$ cat src/source/sensor_logger_params.svh
`ifndef SENSOR_LOGGER_PARAMS_SVH
`define SENSOR_LOGGER_PARAMS_SVH

// Number of independent logging channels
`define LOG_NUM_CH 4

// ADC result width in bits
`define LOG_DATA_W 12

// Samples held per channel, must be a power of two
`define LOG_FIFO_DEPTH 4

// Clock cycles between periodic measurement triggers
`define LOG_TICK_CYCLES 400

`endif
$ cat src/source/sensor_logger_pkg.sv
`include "sensor_logger_params.svh"

package sensor_logger_pkg;

    // Measurement sequencer states, one per step of a measurement
    typedef enum logic [2:0] {
        idle        = 3'd0,  // Waiting for trigger
        pre_check   = 3'd1,  // FIFO room check
        enable_adc  = 3'd2,
        adc_warmup  = 3'd3,
        measure     = 3'd4,  // Conversion running
        post_check  = 3'd5,
        signal_full = 3'd6,
        err_overrun = 3'd7   // Trigger with no room left
    } meas_state_e;

    // One ADC conversion result
    typedef logic [`LOG_DATA_W-1:0] sample_t;

    // Channel number
    typedef logic [$clog2(`LOG_NUM_CH)-1:0] chan_idx_t;

endpackage

$ cat src/source/fifo_rd_if.sv
`timescale 1ns/10ps

interface fifo_rd_if
    import sensor_logger_pkg::*;
();

    sample_t data;   // Head entry, valid while empty is low
    logic    empty;
    logic    rd_en;  // Pops the head at the clock edge

    modport fifo (
        output data,
        output empty,
        input  rd_en
    );

    modport reader (
        input  data,
        input  empty,
        output rd_en
    );

endinterface

$ cat src/source/sensor_logger_top.sv
`timescale 1ns/10ps
`include "sensor_logger_params.svh"

module sensor_logger_top
    import sensor_logger_pkg::*;
(
    input  logic                              clk,
    input  logic                              rst,

    input  logic                              log_enable,
    input  logic                              trig_now,

    output logic [`LOG_NUM_CH-1:0]            adc_enable,
    output logic [`LOG_NUM_CH-1:0]            adc_start,
    input  logic [`LOG_NUM_CH-1:0]            adc_ready,
    input  logic [`LOG_NUM_CH-1:0]            adc_done,
    input  logic [`LOG_NUM_CH*`LOG_DATA_W-1:0] adc_data,

    output logic [`LOG_NUM_CH-1:0]            full_alert,
    output logic [`LOG_NUM_CH-1:0]            overrun,

    input  logic                              rd_req,
    output logic                              rd_valid,
    output logic                              rd_none,
    output chan_idx_t                         rd_channel,
    output sample_t                           rd_data
);

    logic trig;  // Shared by every channel

    fifo_rd_if rd_bus [`LOG_NUM_CH] ();

    rtc_tick_gen i_tick (
        .clk        (clk),
        .rst        (rst),
        .log_enable (log_enable),
        .trig_now   (trig_now),
        .trig       (trig)
    );

    for (genvar g = 0; g < `LOG_NUM_CH; g++) begin : g_ch
        log_channel i_channel (
            .clk        (clk),
            .rst        (rst),
            .trig       (trig),
            .adc_enable (adc_enable[g]),
            .adc_start  (adc_start[g]),
            .adc_ready  (adc_ready[g]),
            .adc_done   (adc_done[g]),
            .adc_data   (adc_data[g*`LOG_DATA_W +: `LOG_DATA_W]),
            .full_alert (full_alert[g]),
            .overrun    (overrun[g]),
            .rd         (rd_bus[g])
        );
    end

    readout_arbiter i_arbiter (
        .clk        (clk),
        .rst        (rst),
        .rd_req     (rd_req),
        .ch         (rd_bus),
        .rd_valid   (rd_valid),
        .rd_none    (rd_none),
        .rd_channel (rd_channel),
        .rd_data    (rd_data)
    );

endmodule

$ cat src/source/readout_arbiter.sv
`timescale 1ns/10ps
`include "sensor_logger_params.svh"

module readout_arbiter
    import sensor_logger_pkg::*;
(
    input  logic      clk,
    input  logic      rst,

    input  logic      rd_req,
    fifo_rd_if.reader ch [`LOG_NUM_CH],

    output logic      rd_valid,
    output logic      rd_none,
    output chan_idx_t rd_channel,
    output sample_t   rd_data
);

    logic [`LOG_NUM_CH-1:0] empty_vec;
    logic [`LOG_NUM_CH-1:0] rd_en_vec;
    sample_t                head [`LOG_NUM_CH];

    chan_idx_t rr_ptr;  // Channel searched first
    chan_idx_t sel;
    logic      found;

    // Interface arrays need constant indices, so flatten them here
    for (genvar g = 0; g < `LOG_NUM_CH; g++) begin : g_flat
        assign empty_vec[g] = ch[g].empty;
        assign head[g]      = ch[g].data;
        assign ch[g].rd_en  = rd_en_vec[g];
    end

    // ------------------------------------------------------------------------
    // Search from the pointer for the first channel holding a sample
    // ------------------------------------------------------------------------

    always_comb begin
        found = 1'b0;
        sel   = rr_ptr;
        for (int i = 0; i < `LOG_NUM_CH; i++) begin
            if (!found && !empty_vec[(int'(rr_ptr) + i) % `LOG_NUM_CH]) begin
                found = 1'b1;
                sel   = chan_idx_t'((int'(rr_ptr) + i) % `LOG_NUM_CH);
            end
        end
    end

    always_comb begin
        rd_en_vec = '0;
        if (rd_req && found) begin
            rd_en_vec[sel] = 1'b1;  // Pop at the same edge the head is captured
        end
    end

    always_ff @(posedge clk) begin
        if (rst) begin
            rd_valid <= 1'b0;
            rd_none  <= 1'b0;
            rr_ptr   <= '0;
        end else begin
            rd_valid <= rd_req && found;
            rd_none  <= rd_req && !found;
            if (rd_req && found) begin
                rr_ptr <= (sel == chan_idx_t'(`LOG_NUM_CH - 1)) ? '0 : sel + 1'b1;
            end
        end
    end

    always_ff @(posedge clk) begin
        if (rd_req && found) begin
            rd_channel <= sel;
            rd_data    <= head[sel];
        end
    end

endmodule

$ cat src/source/log_channel.sv
`timescale 1ns/10ps

module log_channel
    import sensor_logger_pkg::*;
(
    input  logic    clk,
    input  logic    rst,
    input  logic    trig,

    output logic    adc_enable,
    output logic    adc_start,
    input  logic    adc_ready,
    input  logic    adc_done,
    input  sample_t adc_data,

    output logic    full_alert,
    output logic    overrun,

    fifo_rd_if.fifo rd
);

    // Write side stays inside the channel
    logic    wr_en;
    sample_t wr_data;
    logic    full;

    measure_ctrl i_ctrl (
        .clk        (clk),
        .rst        (rst),
        .trig       (trig),
        .full       (full),
        .wr_en      (wr_en),
        .wr_data    (wr_data),
        .adc_enable (adc_enable),
        .adc_ready  (adc_ready),
        .adc_start  (adc_start),
        .adc_done   (adc_done),
        .adc_data   (adc_data),
        .full_alert (full_alert),
        .overrun    (overrun)
    );

    sample_fifo i_fifo (
        .clk     (clk),
        .rst     (rst),
        .wr_en   (wr_en),
        .wr_data (wr_data),
        .full    (full),
        .rd      (rd)
    );

endmodule

$ cat src/source/sample_fifo.sv
`timescale 1ns/10ps
`include "sensor_logger_params.svh"

module sample_fifo
    import sensor_logger_pkg::*;
(
    input  logic      clk,
    input  logic      rst,

    input  logic      wr_en,
    input  sample_t   wr_data,
    output logic      full,

    fifo_rd_if.fifo   rd
);

    localparam int ADDR_W = $clog2(`LOG_FIFO_DEPTH);

    sample_t         mem [`LOG_FIFO_DEPTH];
    logic [ADDR_W:0] wr_ptr;  // Extra bit tells full from empty
    logic [ADDR_W:0] rd_ptr;

    // ------------------------------------------------------------------------
    // Storage
    // ------------------------------------------------------------------------

    always_ff @(posedge clk) begin
        if (wr_en) begin
            mem[wr_ptr[ADDR_W-1:0]] <= wr_data;
        end
    end

    always_ff @(posedge clk) begin
        if (rst) begin
            wr_ptr <= '0;
            rd_ptr <= '0;
        end else begin
            if (wr_en) begin
                wr_ptr <= wr_ptr + 1'b1;
            end
            if (rd.rd_en) begin
                rd_ptr <= rd_ptr + 1'b1;
            end
        end
    end

    // ------------------------------------------------------------------------
    // Flags and head
    // ------------------------------------------------------------------------

    assign rd.empty = (wr_ptr == rd_ptr);
    assign full     = (wr_ptr[ADDR_W] != rd_ptr[ADDR_W]) &&
                      (wr_ptr[ADDR_W-1:0] == rd_ptr[ADDR_W-1:0]);
    assign rd.data  = mem[rd_ptr[ADDR_W-1:0]];

endmodule

$ cat src/source/measure_ctrl.sv
`timescale 1ns/10ps

module measure_ctrl
    import sensor_logger_pkg::*;
(
    input  logic    clk,
    input  logic    rst,

    input  logic    trig,

    input  logic    full,
    output logic    wr_en,
    output sample_t wr_data,

    output logic    adc_enable,
    input  logic    adc_ready,
    output logic    adc_start,
    input  logic    adc_done,
    input  sample_t adc_data,

    output logic    full_alert,
    output logic    overrun
);

    meas_state_e state;
    meas_state_e state_nxt;

    // ------------------------------------------------------------------------
    // Next state
    // ------------------------------------------------------------------------

    always_comb begin
        state_nxt = state;

        case (state)
            idle: begin
                if (trig) begin
                    state_nxt = pre_check;
                end
            end

            pre_check: begin
                if (full) begin
                    state_nxt = err_overrun;
                end else begin
                    state_nxt = enable_adc;
                end
            end

            enable_adc: begin
                state_nxt = adc_warmup;
            end

            adc_warmup: begin
                if (adc_ready) begin
                    state_nxt = measure;
                end
            end

            measure: begin
                if (adc_done) begin
                    state_nxt = post_check;
                end
            end

            post_check: begin
                // Full already reflects the sample just written
                if (full) begin
                    state_nxt = signal_full;
                end else begin
                    state_nxt = idle;
                end
            end

            signal_full: begin
                state_nxt = idle;
            end

            err_overrun: begin
                state_nxt = idle;
            end

            default: begin
                state_nxt = idle;
            end
        endcase
    end

    always_ff @(posedge clk) begin
        if (rst) begin
            state <= idle;
        end else begin
            state <= state_nxt;
        end
    end

    // ------------------------------------------------------------------------
    // Outputs
    // ------------------------------------------------------------------------

    assign adc_enable = (state == enable_adc);
    assign adc_start  = (state == measure);              // Held until done
    assign wr_en      = (state == measure) && adc_done;  // Single write per measurement
    assign wr_data    = adc_data;
    assign full_alert = (state == signal_full);
    assign overrun    = (state == err_overrun);

endmodule

$ cat src/source/rtc_tick_gen.sv
`timescale 1ns/10ps
`include "sensor_logger_params.svh"

module rtc_tick_gen (
    input  logic clk,
    input  logic rst,
    input  logic log_enable,
    input  logic trig_now,
    output logic trig
);

    localparam int CNT_W = $clog2(`LOG_TICK_CYCLES);

    logic [CNT_W-1:0] tick_cnt;
    logic             tick_done;

    assign tick_done = log_enable && (tick_cnt == CNT_W'(`LOG_TICK_CYCLES - 1));

    always_ff @(posedge clk) begin
        if (rst) begin
            tick_cnt <= '0;
            trig     <= 1'b0;
        end else begin
            trig <= tick_done || trig_now;  // Registered, one cycle after the cause
            if (tick_done || trig_now || !log_enable) begin
                tick_cnt <= '0;
            end else begin
                tick_cnt <= tick_cnt + 1'b1;
            end
        end
    end

endmodule

$ cat config.mk
export PLATFORM = sky130hd
export DESIGN_NAME = sensor_logger_top
export DESIGN_NICKNAME = d
export VERILOG_FILES = /design/src/source/sensor_logger_pkg.sv /design/src/source/fifo_rd_if.sv /design/src/source/sensor_logger_top.sv /design/src/source/readout_arbiter.sv /design/src/source/log_channel.sv /design/src/source/sample_fifo.sv /design/src/source/measure_ctrl.sv /design/src/source/rtc_tick_gen.sv
export VERILOG_INCLUDE_DIRS = /design/src /design/src/source
export SDC_FILE = /design/constraint.sdc
export NUM_CORES = 1
export LEC_CHECK = 0
export BUFFER_PORTS_ARGS = -buffer_cell sky130_fd_sc_hd__buf_4
export CORE_MARGIN = 2
export CORE_UTILIZATION = 40
export CTS_CLUSTER_SIZE = 24
export DETAILED_ROUTE_END_ITERATION = 10
export MAX_ROUTING_LAYER = met4
export SLEW_MARGIN = 10
export SYNTH_ARGS = -nofsm -noshare
export SYNTH_HDL_FRONTEND = slang
export SYNTH_SLANG_ARGS = --single-unit
export TNS_END_PERCENT = 1
$ cat constraint.sdc
create_clock -name clk -period 2.64 [get_ports clk]
set_input_delay 0 -clock clk [delete_from_list [all_inputs] [get_ports clk]]
set_output_delay 0 -clock clk [all_outputs]
set_load 0.03 [all_outputs]
Yosys cells after proc, flatten, opt, wreduce, memory -nomap -nowiden:

Memory sizes are Yosys's and may differ from the RTL's. A register that Yosys moved wholly into a read port is not among the register bits.
Index checks and enable logic that the tools add are counted.

* bits in registers: 64
* RAM bits: 192
* bits of input ports: 61
* output and inout port bits: 32
* word-level logic and storage cells: 203
* memories kept: 4

Memories
* g_ch[0].i_channel.i_fifo.mem: words 4, width 12, rd ports 1, clocked after memory_dff 1, wr ports 1, line sample_fifo.sv:19 `` sample_t mem [`LOG_FIFO_DEPTH]; ``
* g_ch[1].i_channel.i_fifo.mem: words 4, width 12, rd ports 1, clocked after memory_dff 1, wr ports 1, line sample_fifo.sv:19
* g_ch[2].i_channel.i_fifo.mem: words 4, width 12, rd ports 1, clocked after memory_dff 1, wr ports 1, line sample_fifo.sv:19
* g_ch[3].i_channel.i_fifo.mem: words 4, width 12, rd ports 1, clocked after memory_dff 1, wr ports 1, line sample_fifo.sv:19

* add/subtract/negate cells: 13
* $lt $le $gt $ge: 7
* eq/ne operators: 54
* multiplexer cells: 62
* bitwise gates (word level): 4
* reductions and logical operators: 40

Operators with widths (number)
* $pmux W3 S7: 4
* $mux W3: 17
* $eq A3 B3 Y1 const B: 16
* $add A3 B1 Y3 const B: 8
* $bmux W12 S2: 1
* $eq A3 B2 Y1 const B: 8
* $mux W12: 2
* $mux W2: 12
* $ne A2 B2 Y1 const B: 12
* $mux W1: 20
* $reduce_or A2 Y1: 8
* $logic_and A1 B1 Y1: 15
* $eq A3 B1 Y1 const B: 4
* $eq A3 B3 Y1: 4
* $logic_not A3 Y1: 4
* $lt A3 B4 Y1 const B: 3
* $reduce_and A3 Y1: 4
* $add A9 B1 Y9 const B: 1
* $eq A9 B9 Y1 const B: 1
* $bmux W1 S2: 4
* $eq A2 B2 Y1: 4
* $logic_not A1 Y1: 7
* $lt A2 B3 Y1 const B: 2
* $add A2 B1 Y2 const B: 2
* other kinds (10): 17

Logic depth before layout (Yosys ltp):

* depth after elaboration: 22
* gate-level depth with buffers: 12
* gate-level depth less buffers: 10

Modules after synthesis:

Synthesis repeated with hierarchy kept, for this count alone.

* cells, all modules: 718
* area, all modules: 11404.7 um2

Modules (own cells, without submodules)
* sample_fifo: instances 4, cells an instance 102, area an instance 2135.8 um2, sequential area each 1601.5 um2
* measure_ctrl: instances 4, cells an instance 37, area an instance 311.5 um2, sequential area each 60.1 um2
* readout_arbiter: instances 1, cells an instance 117, area an instance 1181.1 um2, sequential area each 500.5 um2
* rtc_tick_gen: instances 1, cells an instance 45, area an instance 434.2 um2, sequential area each 200.2 um2

Worst setup path before layout:

No wires, ideal clock.

* path type: reg-to-reg
* start: register g_ch[0].i_channel.i_fifo.wr_ptr[0]
* end: register with a tool-made name
* setup time: 0.132 ns
* arrival: 2.197 ns
* required time: 2.508 ns
* slack: 0.311 ns
* cell stages (with the launch flop): 12
* path buffers: 1
* period minus slack after synthesis: 2.329 ns
* path through: dfxtp_1 -> xnor2_1 -> nand3_1 -> o21ai_0 -> o21ai_0 -> a221oi_4 -> buf_6 -> inv_1 -> ha_1 -> nand2_1 -> mux2i_1 -> nor2_1

RTL lines
* start, declared: line sample_fifo.sv:20 `logic [ADDR_W:0] wr_ptr;`
* start signal, assigned: line sample_fifo.sv:39 `wr_ptr <= wr_ptr + 1'b1;`

Worst setup path after layout:

* start: register i_tick.tick_cnt[0]
* end: register i_tick.trig

* word-level cells in the longest chain between the ends: 3

RTL lines
* start, declared: line rtc_tick_gen.sv:14 `logic [CNT_W-1:0] tick_cnt;`
* start signal, assigned: line rtc_tick_gen.sv:28 `tick_cnt <= tick_cnt + 1'b1;`
* $eq A9 B9 Y1: line rtc_tick_gen.sv:17 `` assign tick_done = log_enable && (tick_cnt == CNT_W'(`LOG_TICK_CYCLES - 1)); ``
* $logic_and A1 B1 Y1: line rtc_tick_gen.sv:17
* $logic_or A1 B1 Y1: line rtc_tick_gen.sv:24 `trig <= tick_done || trig_now;`
* end signal, assigned: line rtc_tick_gen.sv:24
* end, declared: line rtc_tick_gen.sv:9 `output logic trig`

Every way passes these cells.
A chain may end at the register's enable or synchronous reset.

==> impl_metrics.json <==
{
  "outcome": "finished, final reports clean",
  "synth.top_cell.area_share": 0.569,
  "path_class": "reg2reg",
  "clock_insertion_delay_worst_skew_ps": 520,
  "vdd_ir_drop_max_mv": 0.463,
  "coreArea_um2": 26800,
  "die_width_um": 169,
  "synth_commonest_cells": "edfxtp_1, nor2_1, dfxtp_1",
  "drive_gt1_frac": 0.242,
  "min_delay_worst_endpoint": "g_ch[0].i_channel.i_fifo.wr_ptr[0]$_SDFFE_PP0P_",
  "dieArea_um2": 28500,
  "cts_inserted_buffers": 27,
  "synth_area_um2": 10900,
  "finalClockSkew_ps": 15.9,
  "gp_routability_congestion": 0.783,
  "first_iter_violations": 359,
  "regToRegStartpoint": "i_tick.tick_cnt[0]$_SDFF_PP0_",
  "drt_wl_total_mm": 21.2,
  "critical_path_required_ps": 3050,
  "finalMaxSlewViolations": 0,
  "place.port_buffers": 92,
  "max_cap_viols": 0,
  "rsz_0062_raised_after_global_routing": "no",
  "synth_top_cells_by_area": "edfxtp_1, dfxtp_1, mux4_2",
  "clk_root_buffer_cell": "clkbuf_16",
  "globalRouteOverflowTotal": 0,
  "synthArstFlopShare": 0,
  "first_pass_grt_wire_length_mm": 33.4,
  "timing.hold.worst_path_depth": 4,
  "pin_count_of_the_biggest_net_entering_global_routing": 47,
  "globalRouteTotalUtil": 0.155,
  "placedCellCount": 1067,
  "avgSynthCellArea_um2": 16.3,
  "worst_reg2reg_path_endpoint": "i_tick.trig$_SDFF_PP0_",
  "vias_per_cell": 5.03,
  "total_leakage_power_nw": 4.68,
  "synth_cell_types": 41,
  "layout.cells.non_filler": 1182,
  "fmax_mhz": 423,
  "setup_total_negative_slack_ps": 0,
  "final_min_period_over_clock_period": 0.896,
  "synthMostInstantiatedCell": "edfxtp_1",
  "dp_hpwl_mm": 14.4,
  "total_via_count_in_the_routed_design": 5940,
  "cts_tree": "done",
  "reg2reg_depth": 6,
  "dp_worst_setup_slack_ps": 207,
  "synth.net_count": 755,
  "drt-wirelength-per-cell_um": 17.9,
  "h_tree_levels": 1,
  "core.rowCount": 60,
  "timing.hold.worst.start": "adc_done[0]",
  "regToRegSetupSlack_ps": 270,
  "antenna_violations_before_repair": 2,
  "design.final.nets": 905,
  "worst_hold_path_type": "in2reg",
  "synth_edf_count": 206,
  "ys_seq_elements": 264,
  "worstPathMaxFanout": 3,
  "top_level_ports": 93,
  "synth.yosys.seq_area_share": 0.676,
  "starting_utilization_of_the_core_area": 0.406,
  "post-synth-top-area-cell": "edfxtp_1",
  "crit_arrival_ps": 2770,
  "setup_slack_ps": 275,
  "drcViolationCount": 0,
  "synth_cells": 669,
  "cp-end-kind": "flop",
  "finalHoldViolCount": 0,
  "drt_pass1_iterations": 4,
  "tightest_slew_ps": 780,
  "max-slew-margin-rel": 0.480,
  "die_h_um": 169,
  "layout_min_cycle_time_ps": 2370,
  "syn_to_final_growth_pct": 23.2,
  "yosys_most_used_dff": "edfxtp_1",
  "setup_viol": 0,
  "yosys_warnings": 0,
  "utilization": 0.500,
  "clock_tree.buffer_depth": 3,
  "number_of_routed_nets_with_antenna_violations": 0,
  "clk_transition_reported_paths_ps": 60,
  "pwr_density_cell_nw_per_um2": 822,
  "critical_path.startpoint_type": "flop",
  "via_count_of_the_first_global_routing_pass": 6357,
  "clock_sink_total": 264
}
## worst max-delay path by stage
stage | start | to | slack (ps) | depth (start not counted)
floorplan | g_ch[0].i_channel.i_fifo.wr_ptr[0]$_SDFFE_PP0P_ | flop | 310 | 11
global placement | g_ch[1].i_channel.i_fifo.wr_ptr[1]$_SDFFE_PP0P_ | flop | 310 | 10
detailed placement | g_ch[1].i_channel.i_fifo.wr_ptr[1]$_SDFFE_PP0P_ | g_ch[2].i_channel.i_fifo.rd_ptr[0]$_SDFFE_PP0P_ | 210 | 10
CTS | g_ch[1].i_channel.i_fifo.wr_ptr[1]$_SDFFE_PP0P_ | g_ch[2].i_channel.i_fifo.rd_ptr[0]$_SDFFE_PP0P_ | 180 | 10
global route | g_ch[0].i_channel.i_fifo.wr_ptr[0]$_SDFFE_PP0P_ | g_ch[0].i_channel.i_fifo.rd_ptr[1]$_SDFFE_PP0P_ | 40 | 10
finish | i_tick.tick_cnt[0]$_SDFF_PP0_ | i_tick.trig$_SDFF_PP0_ | 270 | 6
## worst max-delay path, stage by stage, from the launching register on
cell	delay [ps]
dfxtp_1	330
ha_1	230
and3_1	230
a41oi_1	270
dlygate4sd3_1	590
nor2_1	40
dlygate4sd3_1	570
## power breakdown
part | switching [mW] | internal [mW]
sequential | 0.205 | 4.77
clock | 1.56 | 2.39
combinational | 1.15 | 0.935
total | 2.92 | 8.10
## area by class of cell
type	instances	area, um^2
clock inverters	17	210
clock buffers	32	734
fillers	2226	13400
multi-input cells	348	3220
repair buffers	165	1410
well taps	341	427
flip-flops and latches	264	7350
diodes	2	5.00
inverters	13	48.8
## state kept, by name, summed over array words and instances, names as in the netlist, named ones only
register and flops:
g_ch.i_channel.i_fifo.rd_ptr 12, i_arbiter.rd_channel 2, i_arbiter.rr_ptr 2, i_tick.tick_cnt 9, g_ch.i_channel.i_ctrl.state 12, i_tick.trig 1, g_ch.i_channel.i_fifo.mem 192, g_ch.i_channel.i_fifo.wr_ptr 12
i_arbiter.rd_data 12, i_arbiter.rd_none 1, i_arbiter.rd_valid 1
## logic make-up after synthesis
logic type,Yosys count,synth area share
flops,264,0.676
simple gates,148,0.0680
mux,94,0.142
buf+inv,57,0.0300
compound gates,46,0.0277
xor+xnor,35,0.0282
fa+ha+maj,25,0.0288
## timing repair
action,CTS,global route
hold endpoints to repair,247,0
endpoints found under the setup margin,0,4
buffers inserted,0,1
resized for setup,0,1
hold buffers,63,0
## metal layers
| layer | vias to the layer above | wire, um | track usage |
|---|---|---|---|
| met5 | - | 0 | - |
| met4 | 0 | 393 | 0.0367 |
| met3 | 30 | 999 | 0.0224 |
| met2 | 130 | 10800 | 0.269 |
| met1 | 2970 | 9060 | 0.193 |
| li1 | 2810 | - | - |
## cells in the final DEF (no fill, tap or decap), types with 3 or more instances in the layout
cell type        n
edfxtp_1       206
buf_4          101
nor2_1          65
dlygate4sd3_1   63
dfxtp_1         58
mux4_2          48
mux2i_1         46
clkbuf_16       27
ha_1            25
xnor2_1         21
and3_1          17
and2_1          17
nand2_1         15
a21oi_1         15
xor2_1          14
inv_1           13
o21ai_0         13
nand3_1         12
nor2b_1          5
clkinv_2         5
a211oi_1         4
nor3b_1          4
bufinv_16        4
clkinvlp_4       4
clkbuf_8         4
nor4b_1          3
o22ai_1          3
clkinv_4         3
## stage by stage
stage	hold slack, ps	cell area, um^2	total power, mW
floorplan	98.9	10900	6.49
global placement	198	11800	7.00
detailed placement	202	11800	7.09
CTS	84.0	13400	11.1
global route	122	13400	11.5
finish	97.8	13400	11.0
Power figures use the tool's default switching activity.
